[config.mk]
export PLATFORM = sky130hd
export DESIGN_NAME = decode_stage
export DESIGN_NICKNAME = d
export VERILOG_FILES = /design/src/decode_pkg.sv /design/src/decode_stage.sv /design/src/imm_decoder.sv /design/src/inst_decoder.sv
export VERILOG_INCLUDE_DIRS = /design/src
export SDC_FILE = /design/constraint.sdc
export NUM_CORES = 1
export LEC_CHECK = 0
export ABC_AREA = 1
export BUFFER_PORTS_ARGS = -buffer_cell sky130_fd_sc_hd__buf_2
export CAP_MARGIN = 20
export CORE_ASPECT_RATIO = 1.5
export CORE_UTILIZATION = 49
export CTS_CLUSTER_SIZE = 16
export DETAILED_ROUTE_END_ITERATION = 6
export PLACE_DENSITY = 0.8
export REMOVE_ABC_BUFFERS = 1
export SLEW_MARGIN = 20
export SYNTH_ARGS = -nofsm -noshare
export SYNTH_HDL_FRONTEND = slang
export SYNTH_SLANG_ARGS = --single-unit
[constraint.sdc]
create_clock -name i_clk -period 8.2 [get_ports i_clk]
set_input_delay 0.82 -clock i_clk [delete_from_list [all_inputs] [get_ports i_clk]]
set_output_delay 0.82 -clock i_clk [all_outputs]
set_load 0.02 [all_outputs]
[src/decode_consts.svh]
`ifndef DECODE_CONSTS_SVH
`define DECODE_CONSTS_SVH

// raw instruction width
`define DEC_INST_W 32

// architectural register address
`define DEC_REG_ADDR_W 5

// immediate after sign extension
`define DEC_IMM_W 32

// instructions per accepted transfer
`define DEC_SLOTS 2

`endif

[src/decode_pkg.sv]
`include "decode_consts.svh"

package decode_pkg;

    // major opcode field, instruction bits 6..2
    typedef enum logic [4:0] {
        MAJ_LOAD      = 5'b00000,
        MAJ_MISC_MEM  = 5'b00011,
        MAJ_OP_IMM    = 5'b00100,
        MAJ_AUIPC     = 5'b00101,
        MAJ_OP_IMM_32 = 5'b00110,
        MAJ_STORE     = 5'b01000,
        MAJ_AMO       = 5'b01011,
        MAJ_OP        = 5'b01100,
        MAJ_LUI       = 5'b01101,
        MAJ_OP_32     = 5'b01110,
        MAJ_BRANCH    = 5'b11000,
        MAJ_JALR      = 5'b11001,
        MAJ_JAL       = 5'b11011,
        MAJ_SYSTEM    = 5'b11100
    } major_op_e;

    // back-end pipeline select
    typedef enum logic [3:0] {
        PIPE_XARITH = 4'd0,
        PIPE_XLOGIC = 4'd1,
        PIPE_XMUL   = 4'd2,
        PIPE_XDIV   = 4'd3
    } pipe_e;

    typedef enum logic [1:0] {
        XARITH_OP_ADD = 2'd0,
        XARITH_OP_SLT = 2'd1
    } xarith_op_e;

    typedef enum logic [2:0] {
        XLOGIC_OP_AND = 3'd0,
        XLOGIC_OP_OR  = 3'd1,
        XLOGIC_OP_XOR = 3'd2,
        XLOGIC_OP_SHF = 3'd3
    } xlogic_op_e;

    typedef struct packed {
        xarith_op_e opsel;
        logic       sub;
        logic       is_unsigned;
    } xarith_ctrl_t;

    typedef struct packed {
        logic [`DEC_REG_ADDR_W-1:0] rd;
        logic [`DEC_REG_ADDR_W-1:0] rs2;
        logic [`DEC_REG_ADDR_W-1:0] rs1;
    } reg_addr_t;

    typedef struct packed {
        logic                  legal;
        reg_addr_t             regs;
        logic [`DEC_IMM_W-1:0] imm;
        pipe_e                 pipe;
        xarith_ctrl_t          xarith;
        xlogic_op_e            xlogic_op;
    } decode_bundle_t;

endpackage

[src/decode_stage.sv]
`include "decode_consts.svh"

module decode_stage (
    input  logic                       i_clk,
    input  logic                       i_rst_n,
    input  logic                       i_input_valid,
    output logic                       o_input_ready,
    input  logic [`DEC_INST_W-1:0]     i_inst0,
    input  logic [`DEC_INST_W-1:0]     i_inst1,
    input  logic                       i_count,
    input  logic                       i_output_ready,
    output logic                       o_output_valid,
    output decode_pkg::decode_bundle_t o_bundle0,
    output decode_pkg::decode_bundle_t o_bundle1,
    output logic                       o_count
);
    // one registered entry, both slots plus the count bit
    typedef struct packed {
        decode_pkg::decode_bundle_t [`DEC_SLOTS-1:0] bundle;
        logic                                       count;
    } entry_t;

    logic [`DEC_SLOTS-1:0][`DEC_INST_W-1:0]      slot_inst;
    decode_pkg::decode_bundle_t [`DEC_SLOTS-1:0] slot_bundle;
    entry_t                                      entry_q;
    logic                                        entry_valid;
    logic                                        in_fire;
    logic                                        out_fire;

    assign slot_inst[0] = i_inst0;
    assign slot_inst[1] = i_inst1;

    for (genvar s = 0; s < `DEC_SLOTS; s++) begin : g_slot
        inst_decoder u_inst_decoder (
            .i_inst   (slot_inst[s]),
            .o_bundle (slot_bundle[s])
        );
    end

    // accept when empty or when the entry drains this cycle
    assign o_input_ready = !entry_valid || i_output_ready;
    assign in_fire       = i_input_valid && o_input_ready;
    assign out_fire      = entry_valid && i_output_ready;

    always_ff @(posedge i_clk or negedge i_rst_n) begin
        if (!i_rst_n) begin
            entry_valid <= 1'b0;
        end else if (in_fire) begin
            entry_valid <= 1'b1;
        end else if (out_fire) begin
            entry_valid <= 1'b0;
        end
    end

    always_ff @(posedge i_clk) begin
        if (in_fire) begin
            entry_q.bundle <= slot_bundle;
            entry_q.count  <= i_count;
        end
    end

    assign o_output_valid = entry_valid;
    assign o_bundle0      = entry_q.bundle[0];
    assign o_bundle1      = entry_q.bundle[1];
    assign o_count        = entry_q.count;

    // a stalled entry must not move or change
    a_hold_under_backpressure: assert property (
        @(posedge i_clk) disable iff (!i_rst_n)
        o_output_valid && !i_output_ready |=>
            $stable({o_output_valid, o_bundle0, o_bundle1, o_count})
    ) else $error("output changed while stalled");

    a_reset_empty: assert property (
        @(posedge i_clk) !i_rst_n |-> !o_output_valid
    ) else $error("output valid during reset");

endmodule

[src/imm_decoder.sv]
`include "decode_consts.svh"

module imm_decoder (
    input  logic [`DEC_INST_W-1:0] i_inst,
    output logic [`DEC_IMM_W-1:0]  o_imm
);
    typedef enum logic [2:0] {
        FMT_R,
        FMT_I,
        FMT_S,
        FMT_B,
        FMT_U,
        FMT_J
    } imm_fmt_e;

    decode_pkg::major_op_e opcode;
    imm_fmt_e              fmt;
    logic                  sign;

    assign opcode = decode_pkg::major_op_e'(i_inst[6:2]);
    assign sign   = i_inst[31];

    // instruction format from the major opcode
    always_comb begin
        case (opcode)
            decode_pkg::MAJ_OP_IMM,
            decode_pkg::MAJ_OP_IMM_32,
            decode_pkg::MAJ_LOAD,
            decode_pkg::MAJ_MISC_MEM,
            decode_pkg::MAJ_JALR,
            decode_pkg::MAJ_SYSTEM:    fmt = FMT_I;
            decode_pkg::MAJ_STORE:     fmt = FMT_S;
            decode_pkg::MAJ_BRANCH:    fmt = FMT_B;
            decode_pkg::MAJ_LUI,
            decode_pkg::MAJ_AUIPC:     fmt = FMT_U;
            decode_pkg::MAJ_JAL:       fmt = FMT_J;
            default:                   fmt = FMT_R;
        endcase
    end

    always_comb begin
        case (fmt)
            FMT_I: o_imm = {{(`DEC_IMM_W-12){sign}}, i_inst[31:20]};
            FMT_S: o_imm = {{(`DEC_IMM_W-12){sign}}, i_inst[31:25], i_inst[11:7]};
            // branch and jump offsets are halfword aligned
            FMT_B: o_imm = {{(`DEC_IMM_W-12){sign}}, i_inst[7], i_inst[30:25],
                            i_inst[11:8], 1'b0};
            FMT_U: o_imm = {{(`DEC_IMM_W-32){sign}}, i_inst[31:12], 12'b0};
            FMT_J: o_imm = {{(`DEC_IMM_W-20){sign}}, i_inst[19:12], i_inst[20],
                            i_inst[30:21], 1'b0};
            default: o_imm = '0;
        endcase
    end

endmodule

[src/inst_decoder.sv]
`include "decode_consts.svh"

module inst_decoder (
    input  logic [`DEC_INST_W-1:0]     i_inst,
    output decode_pkg::decode_bundle_t o_bundle
);
    decode_pkg::major_op_e      opcode;
    logic [2:0]                 funct3;
    logic [6:0]                 funct7;
    logic [`DEC_IMM_W-1:0]      imm;
    decode_pkg::decode_bundle_t dec;

    assign opcode = decode_pkg::major_op_e'(i_inst[6:2]);
    assign funct3 = i_inst[14:12];
    assign funct7 = i_inst[31:25];

    imm_decoder u_imm_decoder (
        .i_inst (i_inst),
        .o_imm  (imm)
    );

    always_comb begin
        dec              = '0;
        dec.regs.rd      = i_inst[11:7];
        dec.regs.rs2     = i_inst[24:20];
        dec.regs.rs1     = i_inst[19:15];
        dec.imm          = imm;
        dec.pipe         = decode_pkg::PIPE_XARITH;
        dec.xarith.opsel = decode_pkg::XARITH_OP_ADD;
        dec.xlogic_op    = decode_pkg::XLOGIC_OP_AND;

        case (opcode)
            // addi slti sltiu xori ori andi slli srli srai
            decode_pkg::MAJ_OP_IMM: begin
                case (funct3)
                    3'b000: begin
                        dec.legal = 1'b1;
                    end
                    3'b001: begin
                        // rv64 shamt is six bits wide
                        dec.legal     = i_inst[31:26] == 6'b000000;
                        dec.pipe      = decode_pkg::PIPE_XLOGIC;
                        dec.xlogic_op = decode_pkg::XLOGIC_OP_SHF;
                    end
                    3'b010, 3'b011: begin
                        dec.legal        = 1'b1;
                        dec.xarith.opsel = decode_pkg::XARITH_OP_SLT;
                    end
                    3'b100: begin
                        dec.legal     = 1'b1;
                        dec.pipe      = decode_pkg::PIPE_XLOGIC;
                        dec.xlogic_op = decode_pkg::XLOGIC_OP_XOR;
                    end
                    3'b101: begin
                        dec.legal     = i_inst[31:26] == 6'b000000 ||
                                        i_inst[31:26] == 6'b010000;
                        dec.pipe      = decode_pkg::PIPE_XLOGIC;
                        dec.xlogic_op = decode_pkg::XLOGIC_OP_SHF;
                    end
                    3'b110: begin
                        dec.legal     = 1'b1;
                        dec.pipe      = decode_pkg::PIPE_XLOGIC;
                        dec.xlogic_op = decode_pkg::XLOGIC_OP_OR;
                    end
                    default: begin
                        dec.legal     = 1'b1;
                        dec.pipe      = decode_pkg::PIPE_XLOGIC;
                        dec.xlogic_op = decode_pkg::XLOGIC_OP_AND;
                    end
                endcase
                dec.xarith.is_unsigned = funct3[0];
            end

            // addiw slliw srliw sraiw
            decode_pkg::MAJ_OP_IMM_32: begin
                case (funct3)
                    3'b000: begin
                        dec.legal = 1'b1;
                    end
                    3'b001: begin
                        dec.legal     = funct7 == 7'b0000000;
                        dec.pipe      = decode_pkg::PIPE_XLOGIC;
                        dec.xlogic_op = decode_pkg::XLOGIC_OP_SHF;
                    end
                    3'b101: begin
                        dec.legal     = funct7 == 7'b0000000 || funct7 == 7'b0100000;
                        dec.pipe      = decode_pkg::PIPE_XLOGIC;
                        dec.xlogic_op = decode_pkg::XLOGIC_OP_SHF;
                    end
                    default: begin
                        dec.legal = 1'b0;
                    end
                endcase
            end

            // add sub sll slt sltu xor srl sra or and
            decode_pkg::MAJ_OP: begin
                case (funct3)
                    3'b000: begin
                        dec.legal = funct7 == 7'b0000000 || funct7 == 7'b0100000;
                    end
                    3'b001: begin
                        dec.legal     = funct7 == 7'b0000000;
                        dec.pipe      = decode_pkg::PIPE_XLOGIC;
                        dec.xlogic_op = decode_pkg::XLOGIC_OP_SHF;
                    end
                    3'b010, 3'b011: begin
                        dec.legal        = 1'b1;
                        dec.xarith.opsel = decode_pkg::XARITH_OP_SLT;
                    end
                    3'b100: begin
                        dec.legal     = 1'b1;
                        dec.pipe      = decode_pkg::PIPE_XLOGIC;
                        dec.xlogic_op = decode_pkg::XLOGIC_OP_XOR;
                    end
                    3'b101: begin
                        dec.legal     = funct7 == 7'b0000000 || funct7 == 7'b0100000;
                        dec.pipe      = decode_pkg::PIPE_XLOGIC;
                        dec.xlogic_op = decode_pkg::XLOGIC_OP_SHF;
                    end
                    3'b110: begin
                        dec.legal     = 1'b1;
                        dec.pipe      = decode_pkg::PIPE_XLOGIC;
                        dec.xlogic_op = decode_pkg::XLOGIC_OP_OR;
                    end
                    default: begin
                        dec.legal     = 1'b1;
                        dec.pipe      = decode_pkg::PIPE_XLOGIC;
                        dec.xlogic_op = decode_pkg::XLOGIC_OP_AND;
                    end
                endcase
                dec.xarith.sub         = funct7[5];
                dec.xarith.is_unsigned = funct3[0];
            end

            // addw subw sllw srlw sraw
            decode_pkg::MAJ_OP_32: begin
                case (funct3)
                    3'b000: begin
                        dec.legal = funct7 == 7'b0000000 || funct7 == 7'b0100000;
                    end
                    3'b001: begin
                        dec.legal     = funct7 == 7'b0000000;
                        dec.pipe      = decode_pkg::PIPE_XLOGIC;
                        dec.xlogic_op = decode_pkg::XLOGIC_OP_SHF;
                    end
                    3'b101: begin
                        dec.legal     = funct7 == 7'b0000000 || funct7 == 7'b0100000;
                        dec.pipe      = decode_pkg::PIPE_XLOGIC;
                        dec.xlogic_op = decode_pkg::XLOGIC_OP_SHF;
                    end
                    default: begin
                        dec.legal = 1'b0;
                    end
                endcase
                dec.xarith.sub = funct7[5];
            end

            // lui and auipc are adds against zero or the pc
            decode_pkg::MAJ_LUI, decode_pkg::MAJ_AUIPC: begin
                dec.legal = 1'b1;
            end

            default: begin
                dec.legal = 1'b0;
            end
        endcase
    end

    assign o_bundle = dec;

    // only the integer pipes are reachable from this decoder
    always_comb begin
        a_legal_pipe: assert final (!o_bundle.legal ||
                                    o_bundle.pipe == decode_pkg::PIPE_XARITH ||
                                    o_bundle.pipe == decode_pkg::PIPE_XLOGIC)
            else $error("legal instruction routed to pipe %0d", o_bundle.pipe);
    end

endmodule

==> flow_summary_export.csv, run 1 <==
group,metric,value,unit
clock_network,cts_tree,"yes",
placement,dp_cells,766,
routing,wl_per_cell,14.2,um
cells_and_area,drive_gt1_share,33.5,%
synthesis,ys_ff_latch,110,
clock_network,clockBufferDepth,2,
synthesis,synth_top_cell_by_area,"edfxtp_1",
grt,track_usage,19.9,%
synthesis,ys_seq_area_share,64.7,%
clock_network,cts.sinks,110,
critical_path,critPathMaxStageDelay,0.68,ns
clock_network,cts-htree-levels,3,
cells_and_area,fin_cells,782,
floorplanning,design.die.area,0.0108,sq mm
clock_network,postCtsSetupBuffers,0,
pwr,p_leak,0.00302,uW
routing,ant_nets,0,
routing,drc,0,
synthesis,synth_cell_types,27,
placement,port-buffer-count,175,
hold_path,hold_path.class,"in2async",
floorplanning,die_h,127,um
critical_path,worstPathCellList,"buf_2 > inv_1 > a21oi_4 > buf_4 > buf_4",
floorplanning,coreArea,0.0101,sq mm
timing,worst_slew_pin_slew,0.690,ns
timing,finalSetupViolCount,0,
synthesis,synthCells,480,
synthesis,netlist_top_cells_area,"edfxtp_1 (64%), nand2_1 (9.6%), nand3_1 (5.0%), nor2_1 (3.7%), inv_1 (3.4%)",
timing,rsz0062_at_grt,"no",
critical_path,cp.arrival,2.34,ns
critical_path,cpMaxStageDelayCell,"buf_4",
cells_and_area,num_antenna_cells,0,
synthesis,ys_warn_count,0,
pwr,vdd_ir_drop_max,125,uV
critical_path,cpMostUsedCell,"buf_4",
critical_path,path_buf_inv,4,
flow_run,cap_viol_max_count,0,
floorplanning,rows,45,
critical_path,worstSetupPathType,"in2reg",
timing,fin_crit_sh,28.8,%
grt,grt_max_degree,56,
floorplanning,pin_count,190,
timing,tns,0,ns
floorplanning,initial_utilization,50.3,%
routing,wl,11.1,mm
critical_path,crit_family,"buffers and inverters",
timing,maxSlewViolCount,0,
timing,period_minus_slack,2.37,ns
grt,grt_pass1_vias,3714,
grt,antenna_found_initial,0,
synthesis,syn_avg_cell_area,10.6,sq um
routing,first_pass_iters,6,
run_status,outcome,"complete, no violations",
placement,dp_hpwl,8.62,mm
critical_path,start_kind,"primary input",
clock_network,hold_buffers,0,
clock_network,clk_pin_slew,0.07,ns
critical_path,crit_required,8.17,ns
clock_network,clock_latency,0.33,ns
floorplanning,dieWidth,85.3,um
synthesis,synth_top_area_share,64.2,%
timing,skew,0.00530,ns
synthesis,syn_area,0.00510,sq mm
placement,place_ws,5.47,ns
cells_and_area,fin_nets,737,
grt,grt_pass1_wl,16.8,mm
clock_network,cts-root-buf,"clkbuf_16",
timing,setup_ws,5.83,ns
timing,timing.final.hold_violations,0,
timing,max_freq,423,MHz
routing,first_iter_violations,150,
timing,whs,0.245,ns
grt,grt_overflow,0,
routing,viasPerCell,5.11,
cells_and_area,fin_util,62.3,%
clock_network,cts-resized-gates,0,
timing,relSlewSlack,54.0,%
critical_path,critPathMaxFanout,55,
routing,num_vias,3999,
critical_path,endpoint_kind,"register",
cells_and_area,fillers,825,
cells_and_area,syn2layout_area_growth,23.8,%
placement,place.gp.congestion,0.907,
pwr,powerDensity,198,mW/mm^2
clock_network,cts_made_buffers,9,
-- kinds of logic (layout without fill, tap and decap cells) --
kind of cell | after synthesis | in the layout | synth area share [%]
other | 1 | 10 | 0.0735
AO/OA/AOI/OAI | 15 | 15 | 1.47
buffers and inverters | 69 | 245 | 6.72
flip-flops | 110 | 110 | 64.7
adder cells (fa/ha/maj) | 8 | 8 | 1.96
AND/OR/NAND/NOR | 277 | 277 | 25.1
-- final cells by class --
class                   count  area [sq um]  area share [%]
clock inverters             7          47.5           0.753
flip-flops and latches    110          3300            52.3
repair buffers            177           891            14.1
inverters                  52           200            3.17
well taps                 117           146            2.32
clock buffers               9           225            3.57
multi-input cells         310          1500            23.8
-- worst register-to-register path, delay by kind of cell (launching register included) --
family / cells / cell delay (ns)
buffers and inverters: 2 / 1.24
DFF: 1 / 0.42
AOI/OAI and AO/OA: 1 / 0.16
-- layout by cell type, fill, tap and decap left out, drive strengths merged --
cell | netlist | layout
or2 | 2 | 2
clkbuf | 0 | 9
nand4 | 7 | 7
o21ai | 12 | 12
ha | 8 | 8
clkinvlp | 0 | 2
nor3 | 15 | 15
nor3b | 1 | 1
inv | 51 | 53
buf | 17 | 177
a21oi | 3 | 3
nand2 | 140 | 140
clkinv | 1 | 4
edfxtp | 109 | 109
nand3 | 57 | 57
nor2 | 55 | 55
dfrtp | 1 | 1
conb | 1 | 10
-- sequential cells by signal (all words and copies together), names as in the netlist --
name,flops
o_bundle0,54
o_output_valid,1
o_count,1
o_bundle1,54
-- Yosys cell counts --
| cell type | instances |
|---|---|
| o21ai_0 | 12 |
| nor3b_2 | 1 |
| or2_2 | 2 |
| nor2_1 | 50 |
| nor2_2 | 3 |
| nand2_4 | 2 |
| clkinv_1 | 1 |
| nand3_2 | 6 |
| nor3_1 | 15 |
| nand4_4 | 1 |
| ha_1 | 8 |
| inv_1 | 46 |
| conb_1 | 1 |
| nand4_1 | 5 |
| a21oi_1 | 3 |
| nand2_1 | 130 |
| nor2_8 | 1 |
| inv_2 | 3 |
| buf_4 | 13 |
| dfrtp_1 | 1 |
| nand2_2 | 8 |
| nor2_4 | 1 |
| nand3_1 | 51 |
| inv_4 | 2 |
| buf_6 | 4 |
| nand4_2 | 1 |
| edfxtp_1 | 109 |
-- metrics by stage --
stage / area, sq um / total power, uW
after detailed placement: 6040 / 868
final: 6310 / 1250
after global routing: 6310 / 1300
after global placement: 6040 / 862
after CTS: 6310 / 1260
after floorplan: 4990 / 798
-- metal layers --
metal  wire, um  GRT usage, %  share of wire, %  vias up
li1           -             -                 -     1956
met1       3970          21.7                36     1832
met2       5810          35.9                52      188
met3       1030          5.07               9.2       23
met4        319          9.22               2.9        0
met5          0             0                 0        -
-- power breakdown --
| group | switching, uW | total (uW) | internal, uW |
|---|---|---|---|
| sequential | 8.17 | 670 | 661 |
| clock | 191 | 398 | 207 |
| combinational | 132 | 185 | 53.2 |
-- worst paths after layout --
path	slack, ns	depth (start not counted)	from	end
min reg2reg	0.60	2	o_output_valid	o_output_valid
min in group i_clk	0.60	2	o_output_valid	o_output_valid
max reg2reg	6.00	3	o_output_valid	o_bundle0[45]
max in group asynchronous	7.87	1	i_rst_n	o_output_valid
min	0.24	1	i_rst_n	o_output_valid
max	5.83	5	i_input_valid	o_bundle0[45]
Note: power is estimated with default switching activity, not from simulation.
==> run 2: changes to the inputs <==
--- a/config.mk
+++ b/config.mk
@@ -10,10 +10,10 @@
 export BUFFER_PORTS_ARGS = -buffer_cell sky130_fd_sc_hd__buf_2
 export CAP_MARGIN = 20
 export CORE_ASPECT_RATIO = 1.5
-export CORE_UTILIZATION = 49
+export CORE_UTILIZATION = 45
 export CTS_CLUSTER_SIZE = 16
 export DETAILED_ROUTE_END_ITERATION = 6
-export PLACE_DENSITY = 0.8
+export PLACE_DENSITY = 0.77
 export REMOVE_ABC_BUFFERS = 1
 export SLEW_MARGIN = 20
 export SYNTH_ARGS = -nofsm -noshare
==> constraint.sdc (replaced) <==
create_clock -name i_clk -period 1.95 [get_ports i_clk]
set_input_delay 0.195 -clock i_clk [delete_from_list [all_inputs] [get_ports i_clk]]
set_output_delay 0.195 -clock i_clk [all_outputs]
set_load 0.02 [all_outputs]
==> run 2 against run 1 <==
Worst hold slack lost 0.22 ns. Setup slack lost 5.3 ns. Combinational power grew to 4.3 times the previous value. Register-to-register slack lost 5.4 ns. Total power grew to 4.4 times the previous value. Sequential share of layout area shrank 0.93 points. Wire length grew 3.2%. First-iteration DRC count shrank 4.7%. Clock power grew to 4.7 times the previous value. Largest cell class unchanged. Cell area grew 1.8%.
==> flow_summary_export.csv, run 2 (synthesis results as in run 1) <==
group,metric,value,unit
clock_network,cts-root-buf,"clkbuf_16",
routing,first_iter_violations,143,
routing,drc,0,
critical_path,r2r_cells,2,
cells_and_area,multi_input_comb_area,0.00150,sq mm
timing,whs,0.0284,ns
timing,timing.final.hold_violations,0,
timing,maxSlewViolCount,0,
placement,dp_hpwl,8.95,mm
critical_path,worstSetupPathType,"in2reg",
timing,max_freq,705,MHz
grt,grt_use_met2,35.6,%
clock_network,cts_tree,"yes",
cells_and_area,fillers,962,
pwr,powerDensity,851,mW/mm^2
grt,grt_use_met1,22.4,%
critical_path,cp.arrival,1.62,ns
critical_path,reg2reg_to,"o_bundle0[48]",
clock_network,cts-htree-levels,3,
clock_network,cts_made_buffers,9,
floorplanning,die_h,132,um
grt,busiest_layer,"met2",
timing,rsz0062_at_grt,"no",
routing,viasPerCell,4.88,
critical_path,r2r_start,"o_output_valid",
pwr,finalPower,5460,uW
grt,track_usage,19.9,%
pwr,p_leak,0.00306,uW
routing,ant_nets,0,
placement,port-buffer-count,175,
critical_path,reg2reg_slack,0.62,ns
placement,dp_cells,797,
floorplanning,initial_utilization,46.1,%
flow_run,cap_viol_max_count,0,
cells_and_area,drive_gt1_share,33.7,%
critical_path,crit_end,"o_bundle0[34]",
critical_path,crit_required,2.15,ns
cells_and_area,layout_commonest_cell,"buf_2",
critical_path,start_kind,"primary input",
cells_and_area,fin_cells,814,
critical_path,critPathMaxStageDelay,0.36,ns
pwr,vdd_ir_drop_max,477,uV
timing,skew,0.00928,ns
critical_path,critPathMaxFanout,11,
routing,wl_per_cell,14.1,um
clock_network,clockBufferDepth,2,
floorplanning,pin_count,190,
timing,finalSetupViolCount,0,
routing,wl,11.5,mm
cells_and_area,final_cell_mix,"buf_2 (175), nand2_1 (130), edfxtp_1 (109)",
timing,fin_crit_sh,72.7,%
critical_path,endpoint_kind,"register",
grt,grt_max_degree,56,
grt,grtUsageMet3,5.20,%
clock_network,cts.sinks,110,
grt,grt_pass1_wl,17.9,mm
critical_path,cpMaxStageDelayCell,"nor2_2",
placement,place.gp.congestion,0.933,
grt,antenna_found_initial,0,
timing,period_minus_slack,1.42,ns
grt,grt_overflow,0,
floorplanning,design.die.area,0.0118,sq mm
routing,num_vias,3974,
clock_network,clock_latency,0.34,ns
hold_path,hold_path.class,"in2reg",
critical_path,crit_start,"i_inst0[2]",
grt,grt_pass1_vias,3746,
clock_network,cts-resized-gates,0,
floorplanning,coreArea,0.0111,sq mm
timing,setup_ws,0.532,ns
cells_and_area,seq_area,0.00330,sq mm
placement,place_ws,0.162,ns
floorplanning,dieWidth,88.9,um
critical_path,worstPathCellList,"buf_2 > inv_1 > ha_1 > inv_1 > nand3_1 > nand3_2 > nand2_2 > nor2_2 > nand2_1 > nand2_1",
cells_and_area,fin_nets,739,
run_status,outcome,"complete, no violations",
routing,first_pass_iters,4,
cells_and_area,syn2layout_area_growth,26.0,%
floorplanning,rows,47,
cells_and_area,num_antenna_cells,0,
clock_network,clk_pin_slew,0.08,ns
timing,tns,0,ns
-- run 2: area by class of cell --
| type | count | area share (%) |
|---|---|---|
| flip-flops and latches | 110 | 51.3 |
| multi-input cells | 310 | 23.4 |
| repair buffers | 179 | 14.5 |
| clock buffers | 9 | 3.51 |
| inverters | 52 | 3.12 |
| well taps | 147 | 2.86 |
| clock inverters | 7 | 1.27 |
-- run 2: worst min path at each step --
stage / from / cells past startpoint / slack, ns / end
floorplan: i_rst_n / 0 / -0.10 / o_output_valid
global placement: i_rst_n / 1 / -0.03 / o_output_valid
detailed placement: i_rst_n / 1 / -0.03 / o_output_valid
CTS: i_count / 1 / 0.02 / o_count
global route: i_count / 1 / 0.02 / o_count
finish: i_count / 1 / 0.03 / o_count
-- run 2: timing repair --
item,4_1_cts,5_1_grt
hold buffers,1,0
setup buffers,0,0
hold endpoints to repair,1,0
endpoints found under the setup margin,0,0
-- run 2: worst max-delay path, delay by kind of cell --
kind	cells	cell delay, ns
and+or+nand+nor	6	0.88
buffers and inverters	3	0.29
adders and majority gates	1	0.23
-- run 2: metal layers --
metal	vias to the layer above	wire length, um
met5	-	0
met4	0	254
met1	1817	4320
met2	176	6040
met3	22	876
li1	1959	-
-- run 2: power breakdown --
| part | switching (uW) | internal, uW | leakage [uW] | total [uW] |
|---|---|---|---|---|
| Sequential | 36.1 | 2780 | 0.00108 | 2810 |
| Combinational | 559 | 233 | 0.00183 | 793 |
| Clock | 842 | 1020 | 0.000147 | 1860 |
-- run 2: per-stage QoR --
step / utilization [%] / cell area, sq um
after CTS: 58.1 / 6420
after global placement: 55.3 / 6110
after floorplan: - / 4990
after global routing: 58.1 / 6420
final: 58.1 / 6420
after detailed placement: 55.3 / 6110
